**src/source/bitcount_pkg.sv**
```systemverilog
// ====================
// Shared widths, operation codes and stage records of the bit-counting unit
// ====================
`default_nettype none

package bitcount_pkg;

  // Operand width of the integer pipeline
  localparam int unsigned XLEN = 32;

  // A count must hold every value from 0 up to XLEN inclusive
  localparam int unsigned CNT_W = $clog2(XLEN + 1);

  // Width of the operation code carried with each request
  localparam int unsigned OP_W = 2;

  // All four codes are legal, so decode needs no illegal-operation path
  typedef enum logic [OP_W-1:0] {
    OP_CLZ  = 2'd0,
    OP_CTZ  = 2'd1,
    OP_CPOP = 2'd2,
    OP_NORM = 2'd3
  } bitcount_op_e;

  // Request as it arrives at the top level together with valid_i
  typedef struct packed {
    bitcount_op_e      op;
    logic [XLEN-1:0]   operand;
  } bitcount_req_t;

  // Decoded control word handed from decode to execute
  // At most one of the three flags is set and none of them means CLZ
  typedef struct packed {
    logic              sel_trailing;
    logic              sel_popcount;
    logic              sel_shift;
    logic [XLEN-1:0]   operand;
  } bitcount_ctrl_t;

  // Everything the result stage needs to pick the final word
  typedef struct packed {
    logic              sel_trailing;
    logic              sel_popcount;
    logic              sel_shift;
    // Leading or trailing count, already forced to XLEN for a zero operand
    logic [CNT_W-1:0]  zero_cnt;
    logic [CNT_W-1:0]  pop_cnt;
    logic [XLEN-1:0]   norm_word;
    logic              operand_zero;
  } bitcount_exec_t;

  // Response word and the flag that marks a zero operand
  typedef struct packed {
    logic [XLEN-1:0]   result;
    logic              zero;
  } bitcount_rsp_t;

endpackage

`default_nettype wire

```
**src/source/lzc.sv**
```systemverilog
// ====================
// Purely combinational, WIDTH must be at least 2
// An all-zero input raises empty_o and returns WIDTH-1 on cnt_o
// ====================
`timescale 1ns/1ps
`default_nettype none

module lzc #(
  // Number of input bits to scan
  parameter int unsigned WIDTH = 2,
  // Set for a leading zero count, clear for a trailing zero count
  parameter bit          MODE  = 1'b0
) (
  input  logic [WIDTH-1:0]         in_i,
  output logic [$clog2(WIDTH)-1:0] cnt_o,
  output logic                     empty_o
);

  // Input reordered so that the scan always starts at bit 0
  logic [WIDTH-1:0] in_ord;

  // Heap-ordered tree, node 0 is the root and level l starts at 2**l - 1
  // Each node tells whether any bit below it is set
  logic [2**$clog2(WIDTH)-2:0] node_hit;

  // Each node keeps the position of the first set bit below it
  logic [2**$clog2(WIDTH)-2:0][$clog2(WIDTH)-1:0] node_idx;

  // In leading mode the MSB becomes position 0 of the scan
  for (genvar i = 0; i < WIDTH; i++) begin : g_order
    assign in_ord[i] = MODE ? in_i[WIDTH-1-i] : in_i[i];
  end

  for (genvar lvl = 0; lvl < $clog2(WIDTH); lvl++) begin : g_level
    if (lvl == $clog2(WIDTH) - 1) begin : g_leaf
      // The bottom level looks at input bits in pairs
      for (genvar k = 0; k < 2**lvl; k++) begin : g_node
        if (2*k + 1 < WIDTH) begin : g_pair
          assign node_hit[2**lvl-1+k] = in_ord[2*k] | in_ord[2*k+1];
          // The lower position wins when both bits are set
          assign node_idx[2**lvl-1+k] = in_ord[2*k] ?
                                        ($clog2(WIDTH))'(2*k) :
                                        ($clog2(WIDTH))'(2*k+1);
        end else if (2*k < WIDTH) begin : g_single
          // Odd widths leave one bit without a partner
          assign node_hit[2**lvl-1+k] = in_ord[2*k];
          assign node_idx[2**lvl-1+k] = ($clog2(WIDTH))'(2*k);
        end else begin : g_pad
          // Padding leaves never hit
          // Their index is WIDTH-1 so an empty input still reports WIDTH-1
          assign node_hit[2**lvl-1+k] = 1'b0;
          assign node_idx[2**lvl-1+k] = ($clog2(WIDTH))'(WIDTH-1);
        end
      end
    end else begin : g_inner
      // Upper levels merge two children and prefer the left one
      for (genvar k = 0; k < 2**lvl; k++) begin : g_node
        assign node_hit[2**lvl-1+k] = node_hit[2**(lvl+1)-1+2*k] |
                                      node_hit[2**(lvl+1)+2*k];
        assign node_idx[2**lvl-1+k] = node_hit[2**(lvl+1)-1+2*k] ?
                                      node_idx[2**(lvl+1)-1+2*k] :
                                      node_idx[2**(lvl+1)+2*k];
      end
    end
  end

  // With nothing set every node falls through to its right child,
  // which ends at position WIDTH-1
  assign cnt_o   = node_idx[0];
  assign empty_o = ~node_hit[0];

endmodule

`default_nettype wire

```
**src/source/bitcount_decode.sv**
```systemverilog
// ====================
// First stage, one cycle, accepts a request on every edge with valid_i
// ====================
`timescale 1ns/1ps
`default_nettype none

module bitcount_decode (
  input  logic                         clk_i,
  input  logic                         reset_i,
  input  logic                         valid_i,
  input  bitcount_pkg::bitcount_req_t  req_i,
  output logic                         valid_o,
  output bitcount_pkg::bitcount_ctrl_t ctrl_o
);

  // Control word built from the incoming request
  bitcount_pkg::bitcount_ctrl_t ctrl_d;

  // Registered control word for execute
  bitcount_pkg::bitcount_ctrl_t ctrl_q;

  // Valid bit travelling with ctrl_q
  logic valid_q;

  // Translate the operation code into select flags
  // Later stages never see the code itself
  always_comb begin
    ctrl_d              = '0;
    ctrl_d.operand      = req_i.operand;
    unique case (req_i.op)
      bitcount_pkg::OP_CLZ: begin
        // Leading count is the default path and needs no flag
        ctrl_d.sel_trailing = 1'b0;
      end
      bitcount_pkg::OP_CTZ: begin
        ctrl_d.sel_trailing = 1'b1;
      end
      bitcount_pkg::OP_CPOP: begin
        ctrl_d.sel_popcount = 1'b1;
      end
      bitcount_pkg::OP_NORM: begin
        ctrl_d.sel_shift    = 1'b1;
      end
      default: begin
        ctrl_d.sel_trailing = 1'b0;
      end
    endcase
  end

  // Valid bit is control state and clears on reset
  always_ff @(posedge clk_i) begin
    if (reset_i) begin
      valid_q <= 1'b0;
    end else begin
      valid_q <= valid_i;
    end
  end

  // Payload only loads with a new request
  always_ff @(posedge clk_i) begin
    if (valid_i) begin
      ctrl_q <= ctrl_d;
    end
  end

  assign valid_o = valid_q;
  assign ctrl_o  = ctrl_q;

endmodule

`default_nettype wire

```
**src/source/bitcount_execute.sv**
```systemverilog
// ====================
// Second stage, one cycle, zero counts saturate at XLEN for a zero operand
// ====================
`timescale 1ns/1ps
`default_nettype none

module bitcount_execute (
  input  logic                         clk_i,
  input  logic                         reset_i,
  input  logic                         valid_i,
  input  bitcount_pkg::bitcount_ctrl_t ctrl_i,
  output logic                         valid_o,
  output bitcount_pkg::bitcount_exec_t exec_o
);

  // Raw counter outputs, one bit narrower than a full count
  logic [$clog2(bitcount_pkg::XLEN)-1:0] lead_cnt;
  logic [$clog2(bitcount_pkg::XLEN)-1:0] trail_cnt;
  logic                                  lead_empty;
  logic                                  trail_empty;

  // Adder tree in heap order with the operand bits as leaves
  logic [2*bitcount_pkg::XLEN-2:0][bitcount_pkg::CNT_W-1:0] pop_node;

  // Next value of the execute register
  bitcount_pkg::bitcount_exec_t exec_d;
  bitcount_pkg::bitcount_exec_t exec_q;
  logic                         valid_q;

  // Counter scanning from the MSB
  lzc #(
    .WIDTH (bitcount_pkg::XLEN),
    .MODE  (1'b1)
  ) u_lzc_lead (
    .in_i    (ctrl_i.operand),
    .cnt_o   (lead_cnt),
    .empty_o (lead_empty)
  );

  // Counter scanning from the LSB
  lzc #(
    .WIDTH (bitcount_pkg::XLEN),
    .MODE  (1'b0)
  ) u_lzc_trail (
    .in_i    (ctrl_i.operand),
    .cnt_o   (trail_cnt),
    .empty_o (trail_empty)
  );

  // Each leaf is one operand bit widened to a full count
  for (genvar b = 0; b < bitcount_pkg::XLEN; b++) begin : g_pop_leaf
    assign pop_node[bitcount_pkg::XLEN-1+b] = (bitcount_pkg::CNT_W)'(ctrl_i.operand[b]);
  end

  // Internal nodes add their two children, node 0 holds the total
  for (genvar n = 0; n < bitcount_pkg::XLEN - 1; n++) begin : g_pop_sum
    assign pop_node[n] = pop_node[2*n+1] + pop_node[2*n+2];
  end

  always_comb begin
    exec_d.sel_trailing = ctrl_i.sel_trailing;
    exec_d.sel_popcount = ctrl_i.sel_popcount;
    exec_d.sel_shift    = ctrl_i.sel_shift;
    // An empty counter reports XLEN-1, so the full count replaces it
    if (ctrl_i.sel_trailing) begin
      exec_d.zero_cnt = trail_empty ? (bitcount_pkg::CNT_W)'(bitcount_pkg::XLEN) :
                                      (bitcount_pkg::CNT_W)'(trail_cnt);
    end else begin
      exec_d.zero_cnt = lead_empty ? (bitcount_pkg::CNT_W)'(bitcount_pkg::XLEN) :
                                     (bitcount_pkg::CNT_W)'(lead_cnt);
    end
    exec_d.pop_cnt      = pop_node[0];
    // A zero operand shifted by any amount stays zero
    exec_d.norm_word    = ctrl_i.operand << lead_cnt;
    exec_d.operand_zero = lead_empty;
  end

  always_ff @(posedge clk_i) begin
    if (reset_i) begin
      valid_q <= 1'b0;
    end else begin
      valid_q <= valid_i;
    end
  end

  always_ff @(posedge clk_i) begin
    if (valid_i) begin
      exec_q <= exec_d;
    end
  end

  assign valid_o = valid_q;
  assign exec_o  = exec_q;

endmodule

`default_nettype wire

```
**src/source/bitcount_result.sv**
```systemverilog
// ====================
// Last stage, one cycle, a response not taken when valid_o is high is lost
// ====================
`timescale 1ns/1ps
`default_nettype none

module bitcount_result (
  input  logic                         clk_i,
  input  logic                         reset_i,
  input  logic                         valid_i,
  input  bitcount_pkg::bitcount_exec_t exec_i,
  output logic                         valid_o,
  output bitcount_pkg::bitcount_rsp_t  rsp_o
);

  // Response assembled from the execute record
  bitcount_pkg::bitcount_rsp_t rsp_d;

  // Output registers
  bitcount_pkg::bitcount_rsp_t rsp_q;
  logic                        valid_q;

  // Normalize has priority, then population count, then the zero count
  // Decode never sets more than one flag, so the order only fixes the mux shape
  always_comb begin
    rsp_d.zero = exec_i.operand_zero;
    if (exec_i.sel_shift) begin
      rsp_d.result = exec_i.norm_word;
    end else if (exec_i.sel_popcount) begin
      rsp_d.result = (bitcount_pkg::XLEN)'(exec_i.pop_cnt);
    end else begin
      // Leading or trailing was already chosen in execute
      rsp_d.result = (bitcount_pkg::XLEN)'(exec_i.zero_cnt);
    end
  end

  // The output strobe clears on reset
  always_ff @(posedge clk_i) begin
    if (reset_i) begin
      valid_q <= 1'b0;
    end else begin
      valid_q <= valid_i;
    end
  end

  // The response word holds its value between strobes
  always_ff @(posedge clk_i) begin
    if (valid_i) begin
      rsp_q <= rsp_d;
    end
  end

  assign valid_o = valid_q;
  assign rsp_o   = rsp_q;

endmodule

`default_nettype wire

```
**src/source/bitcount_unit.sv**
```systemverilog
// ====================
// Response follows its request by three register stages, no back-pressure
// ====================
`timescale 1ns/1ps
`default_nettype none

module bitcount_unit (
  input  logic                        clk_i,
  input  logic                        reset_i,
  input  logic                        valid_i,
  input  bitcount_pkg::bitcount_req_t req_i,
  output logic                        valid_o,
  output bitcount_pkg::bitcount_rsp_t rsp_o
);

  // Decode to execute
  logic                         dec_valid;
  bitcount_pkg::bitcount_ctrl_t dec_ctrl;

  // Execute to result
  logic                         exe_valid;
  bitcount_pkg::bitcount_exec_t exe_data;

  // Operation code becomes select flags here
  bitcount_decode u_decode (
    .clk_i   (clk_i),
    .reset_i (reset_i),
    .valid_i (valid_i),
    .req_i   (req_i),
    .valid_o (dec_valid),
    .ctrl_o  (dec_ctrl)
  );

  // Counters, adder tree and shifter
  bitcount_execute u_execute (
    .clk_i   (clk_i),
    .reset_i (reset_i),
    .valid_i (dec_valid),
    .ctrl_i  (dec_ctrl),
    .valid_o (exe_valid),
    .exec_o  (exe_data)
  );

  // Final word selection and output strobe
  bitcount_result u_result (
    .clk_i   (clk_i),
    .reset_i (reset_i),
    .valid_i (exe_valid),
    .exec_i  (exe_data),
    .valid_o (valid_o),
    .rsp_o   (rsp_o)
  );

endmodule

`default_nettype wire

```
**config.mk**
```make
export PLATFORM = sky130hd
export DESIGN_NAME = bitcount_unit
export DESIGN_NICKNAME = d
export VERILOG_FILES = /design/src/source/bitcount_pkg.sv /design/src/source/lzc.sv /design/src/source/bitcount_decode.sv /design/src/source/bitcount_execute.sv /design/src/source/bitcount_result.sv /design/src/source/bitcount_unit.sv
export SDC_FILE = /design/constraint.sdc
export NUM_CORES = 1
export LEC_CHECK = 0
export BUFFER_PORTS_ARGS = -buffer_cell sky130_fd_sc_hd__buf_4
export CORE_MARGIN = 3
export CORE_UTILIZATION = 64
export DETAILED_ROUTE_END_ITERATION = 6
export HOLD_SLACK_MARGIN = 0.15
export PLACE_DENSITY = 0.9
export SYNTH_ARGS = -nofsm -noshare
export SYNTH_HDL_FRONTEND = slang
export SYNTH_SLANG_ARGS = --single-unit
```
**constraint.sdc**
```tcl
create_clock -name clk_i -period 8.4 [get_ports clk_i]
set_input_delay 2.52 -clock clk_i [delete_from_list [all_inputs] [get_ports clk_i]]
set_output_delay 2.52 -clock clk_i [all_outputs]
set_load 0.1 [all_outputs]
```
==> results of run 1 <==
metal layers:
metal	wire (um)	track usage [%]	vias to the layer above	part of all wire, %
li1	-	-	2398	-
met1	6963	39.86	2589	36
met2	9651	55.26	419	50
met3	1812	6.795	104	9.4
met4	839	12.64	0	4.4
met5	0	0	-	0
area by class of cell:
type                    instances  area, um2  area share (%)
clock inverters                14      152.6           1.866
well taps                     136      170.2           2.080
inverters                      50      187.7           2.294
clock buffers                  18      427.9           5.230
multi-input cells             412       3196           39.06
repair buffers                 75      563.0           6.882
flip-flops and latches        117       3485           42.59
state kept, by name, indices dropped and copies added, names as in the netlist:
register and flops:
u_execute.valid_o 1, u_result.rsp_o 33, u_execute.exec_o 46, u_result.valid_o 1
u_decode.valid_o 1, u_decode.ctrl_o 35
cells by family (layout without fill, tap and decap cells):
kind of cell	after synthesis	after routing	share of synthesized area (%)
buffers and inverters	77	157	4.823
multiplexers	70	70	10.09
XOR/XNOR	3	3	0.3752
AO/OA/AOI/OAI	148	148	14.83
AND/OR/NAND/NOR	159	159	11.86
adder cells (fa/ha/maj)	32	32	8.289
flip-flops	117	117	49.73
critical path, delay by kind of cell, from the launching register on:
kind            cells  cell delay [ns]
xor+xnor            1             0.08
flops               1             0.51
compound gates      2             0.35
buf+inv             2             0.19
fa+ha+maj           8             3.62
worst max path at each step:
stage                                       to           startpoint  slack (ns)
final                     u_execute.exec_o[37]   u_decode.ctrl_o[5]        3.41
after global routing      u_execute.exec_o[37]   u_decode.ctrl_o[5]        3.19
after CTS                 u_execute.exec_o[37]   u_decode.ctrl_o[5]        3.44
after detailed placement  u_execute.exec_o[37]  u_decode.ctrl_o[13]        3.46
after global placement    u_execute.exec_o[37]  u_decode.ctrl_o[17]        3.56
after floorplan           u_execute.exec_o[37]  u_decode.ctrl_o[13]        3.62
power by group:
group | leakage (nW) | total [mW] | switching (mW) | internal, mW
logic | 1.96 | 0.866 | 0.499 | 0.367
registers | 1.13 | 0.806 | 0.0508 | 0.755
clock network | 0.281 | 0.721 | 0.287 | 0.433
cells in the mapped netlist (7+ instances only):
cell type  count
a211oi_1      11
o22ai_1        7
mux2i_1       65
nor4_1        10
and2_1        30
clkbuf_1      13
ha_1           8
nor2_1        36
nand2_1       33
nor2b_1        9
fa_1          24
nand3_1        8
nor3_1        11
a21oi_1       32
inv_1         50
edfxtp_1     114
o21ai_0       29
metrics by stage:
stage / setup WS [ns] / utilization [%] / hold WS [ns]
3_3_place_gp: 3.561 / 72.65 / 0.4059
3_5_place_dp: 3.463 / 72.65 / 0.4045
6_report: 3.408 / 78.20 / 0.4207
2_1_floorplan: 3.622 / - / 0.4003
5_1_grt: 3.194 / 78.20 / 0.4404
4_1_cts: 3.442 / 78.20 / 0.4179
==> impl_metrics.ini, run 1 <==
[run_status]
status = finished, final reports clean

[worst_setup_path]
crit_path_max_fanout = 7
reg2reg_from = u_decode.ctrl_o[5]
crit_path_end_kind = register
cp_slowest_cell = fa_1
path_common_cell = fa_1
regToRegSetupSlack_ns = 3.41
critPathRequiredTime_ns = 8.68
timing.rr.end = u_execute.exec_o[37]
r2r_cells = 13
cpPeakStageDelay_ns = 0.57
cp_cell_sequence = inv_1, fa_1, fa_1, fa_1, fa_1, fa_1, fa_1, inv_1, ha_1, fa_1, a21o_1, a21oi_1, xnor2_1
worst_ep_arrival_time_ns = 5.28
cp-start-kind = register
path_class = register to register

[yosys]
ys_types = 65
synth_area_um2 = 7004
synth_top_area_share_pct = 48.87
ys_seq_area_share_pct = 49.73
synth.area.top_cells = edfxtp_1 49%, mux2i_1 9.3%, fa_1 6.9%
async_flop_share_pct = 0
synth-edff-count = 114
yosysWarnings = 0
syn_nets = 675
synth.avg_cell_area_um2 = 11.56
ys.flop_type = edfxtp_1
synthCells = 606
ys_ff_latch = 117
yosys.area.top_type = edfxtp_1

[timing]
hold_viol = 0
tightest_slew_ns = 1.113
setup_viol = 0
skew_ns = 0.009819
rsz0062_at_grt = false
finalSetupTns_ns = 0
fmax_mhz = 200.3
min_period_ns = 4.992
fin_crit_sh_pct = 59.43
final-max-slew-violation-count = 0
slew_headroom_pct = 23.90

[drt]
drt_pass1_iterations = 6
wl_per_cell_um = 23.44
antenna_left = 0
drc = 0
vias = 5510
drt_iter0_drc = 921
routed_wl_mm = 19.27
drt-vias-per-instance = 6.703

[clocking]
clkLatencyLatePin_ns = 0.54
clkTransAtPathRegs_ns = 0.06
clk_path_buf_depth = 2
post_cts_resized = 0
cts_tree = done
cts_sinks = 117
cts_hold_buf = 0
cts_setup_buffers = 0
ctsRootBufferMaster = clkbuf_8
htree_levels = 4
cts_buffers = 17

[global_route]
grt_pass1_wl_mm = 30.53
first_global_vias = 5480
grt_remaining_overflow = 0
grtUsageTotal_pct = 32.17
antenna_found_initial = 0
grt_max_degree = 48

[finish]
design_area_um2 = 8182
mostFrequentLayoutCells = 114 x edfxtp_1, 75 x buf_4, 65 x mux2i_1
synthToLayoutAreaGrowth_pct = 16.81
n_antenna_cell = 0
drive_gt1_share_pct = 19.24
fillCellCount = 611
nets = 742
stdcell_count = 822
final_common_cell = edfxtp_1

[worst_hold_path]
hold_path_class = register to register
hold_path_end = u_execute.exec_o[45]
holdPathStages = 0
hold_start = u_decode.ctrl_o[32]

[die]
core_region_area_um2 = 10460
ioPinCount = 71
die_h_um = 110.6
rows = 37
die_x_um = 110.6
initial_utilization_pct = 66.95
die-area_um2 = 12240

[power]
p_leak_nw = 3.368
peakVddDrop_v = 0.0003274
powerDensity_nw_per_um2 = 292.5
power.total_mw = 2.393

[placed_design]
dpl-instance-area_um2 = 7601
gp_congestion = 1.040
dpl.cell_count = 790
hpwl_mm = 13.61
port_buffers = 70

[run]
maxCapViolations = 0
(Power assumes the default switching activity.)
==> inputs of run 2 (changes only) <==
--- a/config.mk
+++ b/config.mk
@@ -7,10 +7,10 @@
 export LEC_CHECK = 0
 export BUFFER_PORTS_ARGS = -buffer_cell sky130_fd_sc_hd__buf_4
 export CORE_MARGIN = 3
-export CORE_UTILIZATION = 64
+export CORE_UTILIZATION = 60
 export DETAILED_ROUTE_END_ITERATION = 6
 export HOLD_SLACK_MARGIN = 0.15
-export PLACE_DENSITY = 0.9
+export PLACE_DENSITY = 0.85
 export SYNTH_ARGS = -nofsm -noshare
 export SYNTH_HDL_FRONTEND = slang
 export SYNTH_SLANG_ARGS = --single-unit
==> constraint.sdc (replaced) <==
create_clock -name clk_i -period 4.6 [get_ports clk_i]
set_input_delay 1.38 -clock clk_i [delete_from_list [all_inputs] [get_ports clk_i]]
set_output_delay 1.38 -clock clk_i [all_outputs]
set_load 0.1 [all_outputs]
==> impl_metrics.ini, run 2 (synthesized netlist as in run 1, its figures left out) <==
[run_status]
violations = negative setup slack
status = finished with violations

[clocking]
clkLatencyLatePin_ns = 0.43
cts_sinks = 117
clkTransAtPathRegs_ns = 0.06
cts_hold_buf = 0
htree_levels = 4
cts_tree = done
clk_path_buf_depth = 2
cts_buffers = 17
ctsRootBufferMaster = clkbuf_16

[worst_setup_path]
critPathRequiredTime_ns = 4.77
cpPeakStageDelay_ns = 0.57
cp-start-kind = register
cp_cell_sequence = fa_1, inv_2, fa_1, fa_2, fa_1, fa_1, fa_1, inv_2, ha_4, fa_2, a21o_1, a21oi_2, xnor2_1
path_common_cell = fa_1
crit_path_end_kind = register
path_class = register to register
timing.rr.end = u_execute.exec_o[37]
cp_slowest_cell = fa_1
r2r_cells = 13
worst_ep_arrival_time_ns = 4.89
crit_path_max_fanout = 2
reg2reg_from = u_decode.ctrl_o[19]
regToRegSetupSlack_ns = -0.12

[worst_hold_path]
hold_path_end = u_execute.exec_o[46]
hold_path_class = register to register
hold_start = u_decode.ctrl_o[33]
holdPathStages = 0

[timing]
fin_ws_ns = -0.1202
fin_crit_sh_pct = 102.6
min_period_ns = 4.720
rsz0062_at_grt = true
skew_ns = 0.008463
hold_viol = 0
final-max-slew-violation-count = 0
slew_headroom_pct = 23.94
setup_viol = 4
tightest_slew_ns = 1.137
fmax_mhz = 211.9
hold-worst-slack_ns = 0.4424

[global_route]
grt_max_degree = 48
grtUsageTotal_pct = 29.79
first_global_vias = 5423
antenna_found_initial = 0
grt_pass1_wl_mm = 29.02
grt_remaining_overflow = 0

[finish]
design_area_um2 = 8538
nets = 787
synthToLayoutAreaGrowth_pct = 21.90
utilization_pct = 76.74
drive_gt1_share_pct = 26.54
final_common_cell = buf_4
largest_reg_flops = 46
n_antenna_cell = 0
mostFrequentLayoutCells = 119 x buf_4, 114 x edfxtp_1, 65 x mux2i_1
stdcell_count = 871

[placed_design]
hpwl_mm = 13.55
port_buffers = 70
gp_congestion = 0.9553
dpl.cell_count = 832
dpl-instance-area_um2 = 7901
dp_worst_setup_slack_ns = -0.1692

[drt]
vias = 5480
wl_per_cell_um = 21.62
drc = 0
drt-vias-per-instance = 6.292
drt_pass1_iterations = 7
antenna_left = 0
drt_iter0_drc = 669
routed_wl_mm = 18.83

[die]
ioPinCount = 71
die_x_um = 114.0
die_h_um = 114.0
core_region_area_um2 = 11130
rows = 38
die-area_um2 = 13010
initial_utilization_pct = 62.96

[power]
p_leak_nw = 3.567
powerDensity_nw_per_um2 = 556.3
peakVddDrop_v = 0.001290

[run]
maxCapViolations = 0
run 2: through the flow:
step	total power, mW	TNS [ns]
after floorplan	2.713	-0.001799
after global placement	3.153	-0.1130
after detailed placement	3.277	-0.4212
after CTS	4.572	-0.2714
after global routing	5.005	-0.8002
final	4.750	-0.3531
run 2: worst max-delay path by stage:
stage / slack, ns / depth (start not counted) / end / from
final: -0.12 / 13 / u_execute.exec_o[37] / u_decode.ctrl_o[19]
after global routing: -0.22 / 13 / u_execute.exec_o[37] / u_decode.ctrl_o[19]
after detailed placement: -0.17 / 13 / u_execute.exec_o[37] / u_decode.ctrl_o[19]
after global placement: -0.08 / 13 / u_execute.exec_o[37] / u_decode.ctrl_o[19]
after CTS: -0.14 / 13 / u_execute.exec_o[37] / u_decode.ctrl_o[19]
after floorplan: -0.002 / 13 / u_execute.exec_o[37] / u_decode.ctrl_o[19]
run 2: layout make-up:
cell class	count	area, um2
multi-input combinational	412	3228
sequential	117	3485
inverter	50	187.7
clock inverter	9	80.08
fill	703	2587
clock buffer	23	478.0
timing repair buffer	120	904.6
tap	140	175.2
run 2: report_power, final:
group          internal (mW)  leakage [nW]  switching [mW]  total [mW]
logic                  0.958          2.16            1.09        2.05
registers               1.38          1.13          0.0719        1.45
clock network          0.780         0.277           0.472        1.25
run 2: metal layers:
layer	wire length [um]	up-vias	track usage, %
met4	864	0	15.04
met3	1364	62	5.889
met2	9167	311	48.56
met1	7435	2618	38.08
li1	-	2489	-
met5	0	-	0
run 2: repair_timing:
action,in CTS,in global routing
setup buffers,3,4
pin swaps,12,5
endpoints found under the setup margin,4,4
gates resized for setup,10,6
run 2: worst max-delay path, delay by kind of cell, from the launching register on:
family          cells  cell delay (ns)
compound gates      2             0.32
xor+xnor            1             0.09
flops               1             0.41
buf+inv             2             0.09
fa+ha+maj           8             3.56
==> inputs of run 3 (changes only) <==
--- a/config.mk
+++ b/config.mk
@@ -6,11 +6,13 @@
 export NUM_CORES = 1
 export LEC_CHECK = 0
 export BUFFER_PORTS_ARGS = -buffer_cell sky130_fd_sc_hd__buf_4
+export CELL_PAD_IN_SITES_DETAIL_PLACEMENT = 1
+export CELL_PAD_IN_SITES_GLOBAL_PLACEMENT = 1
 export CORE_MARGIN = 3
-export CORE_UTILIZATION = 60
+export CORE_UTILIZATION = 48
 export DETAILED_ROUTE_END_ITERATION = 6
 export HOLD_SLACK_MARGIN = 0.15
-export PLACE_DENSITY = 0.85
+export PLACE_DENSITY = 0.84
 export SYNTH_ARGS = -nofsm -noshare
 export SYNTH_HDL_FRONTEND = slang
 export SYNTH_SLANG_ARGS = --single-unit
==> impl_metrics.ini, run 3 (synthesized netlist as in run 1, its figures left out) <==
[run_status]
status = finished with violations
violations = negative setup slack

[timing]
min_period_ns = 4.824
skew_ns = 0.009258
fin_ws_ns = -0.2243
hold-worst-slack_ns = 0.4173
fin_crit_sh_pct = 104.9
fmax_mhz = 207.3
setup_viol = 4
final-max-slew-violation-count = 0
tightest_slew_ns = 1.154
rsz0062_at_grt = true
hold_viol = 0
slew_headroom_pct = 23.06

[worst_setup_path]
critPathRequiredTime_ns = 4.77
cp-start-kind = register
worst_ep_arrival_time_ns = 4.99
path_class = register to register
crit_path_max_fanout = 2
crit_path_end_kind = register
r2r_cells = 13

[die]
initial_utilization_pct = 49.69
ioPinCount = 71
core_region_area_um2 = 14100
die_x_um = 126.8
rows = 43
die-area_um2 = 16080
die_h_um = 126.8

[clocking]
cts_buffers = 17
cts_tree = done
clk_path_buf_depth = 2
clkTransAtPathRegs_ns = 0.06
ctsRootBufferMaster = clkbuf_16
cts_sinks = 117
clkLatencyLatePin_ns = 0.43
htree_levels = 4

[global_route]
grtUsageTotal_pct = 28.38
grt_pass1_wl_mm = 34.63
grt_max_degree = 48
use_met3_pct = 4.632
antenna_found_initial = 0
use_met1_pct = 34.46
grt_util_met2_pct = 49.81
first_global_vias = 6056
busiest_layer = met2
grt_remaining_overflow = 0

[finish]
multi_input_area_um2 = 3236
seq_area_um2 = 3485
nets = 800
stdcell_count = 924
drive_gt1_share_pct = 27.82
fillCellCount = 1448
n_antenna_cell = 0
largest_reg_flops = 46
final_common_cell = buf_4
utilization_pct = 61.97
mostFrequentLayoutCells = 131 x buf_4, 114 x edfxtp_1, 65 x mux2i_1
synthToLayoutAreaGrowth_pct = 24.72
design_area_um2 = 8736

[power]
powerDensity_nw_per_um2 = 571.5
peakVddDrop_v = 0.001276
power.total_mw = 4.993
p_leak_nw = 3.643

[worst_hold_path]
holdPathStages = 0
hold_path_class = register to register

[placed_design]
dpl.cell_count = 883
hpwl_mm = 15.98
gp_congestion = 0.8909
dpl-instance-area_um2 = 8041
port_buffers = 70

[drt]
drt-vias-per-instance = 6.145
vias = 5678
wl_per_cell_um = 24.14
antenna_left = 0
routed_wl_mm = 22.30
drt_iter0_drc = 476
drt_pass1_iterations = 5
drc = 0

[run]
maxCapViolations = 0
-- run 3: cell count changes in the layout (fill, tap and decap cells not counted) --
cell       before  now
buf_12          0    1
inv_1          39   38
buf_4         119  131
inv_6           0    2
ha_4            1    2
inv_2          11   12
clkinv_1        0    3
a211oi_1       10   11
ha_1            7    6
clkbuf_8        3    0
bufinv_16       1    3
a211oi_2        1    0
clkbuf_1        3    1
clkinv_2        5    3
-- run 3: cell type report --
| type | instances | share of cell area (%) |
|---|---|---|
| Clock inverter | 14 | 1.819 |
| Tap cell | 180 | 2.578 |
| Sequential cell | 117 | 39.89 |
| Inverter | 50 | 2.148 |
| Clock buffer | 18 | 4.913 |
| Multi-Input combinational cell | 412 | 37.04 |
| Timing Repair Buffer | 133 | 11.62 |
-- run 3: power breakdown --
group          switching (mW)  internal (mW)  leakage (nW)
Clock                   0.496          0.846         0.287
Combinational            1.16           1.04          2.23
Sequential             0.0760           1.38          1.13
-- run 3: metal layers --
| metal | part of all wire, % | up-vias |
|---|---|---|
| li1 | - | 2514 |
| met1 | 39 | 2855 |
| met2 | 52 | 255 |
| met3 | 5.4 | 54 |
| met4 | 3.6 | 0 |
| met5 | 0 | - |
-- run 3: worst max-delay path, stage by stage (launching register included) --
cell      delay [ns]
edfxtp_1        0.40
inv_1           0.14
fa_1            0.47
fa_2            0.58
fa_2            0.45
fa_1            0.56
fa_2            0.48
fa_1            0.51
inv_2           0.05
ha_4            0.16
fa_2            0.34
a21o_1          0.18
a21oi_2         0.16
xnor2_1         0.08
-- run 3: repair_timing --
action,in CTS,in global routing
buffers inserted,8,2
hold endpoints to repair,0,0
gates resized for setup,18,1
pin swaps,12,2
hold buffers,0,0
setup endpoints to repair,4,4
-- run 3: path summary, 6_finish.rpt --
| check | startpoint | end | slack, ns |
|---|---|---|---|
| worst min register to register | u_decode.ctrl_o[32] | u_execute.exec_o[45] | 0.42 |
| worst max register to register | u_decode.ctrl_o[9] | u_execute.exec_o[37] | -0.22 |
| worst max-delay path | u_decode.ctrl_o[9] | u_execute.exec_o[37] | -0.22 |
| worst min-delay path | u_decode.ctrl_o[32] | u_execute.exec_o[45] | 0.42 |
-- run 3: stage by stage --
step                      setup WS [ns]  setup TNS [ns]
after global placement         -0.06632         -0.1021
after global routing            -0.3101          -1.009
after floorplan               -0.001799       -0.001799
final                           -0.2243         -0.6677
after CTS                       -0.1975         -0.5851
after detailed placement        -0.1814         -0.4744
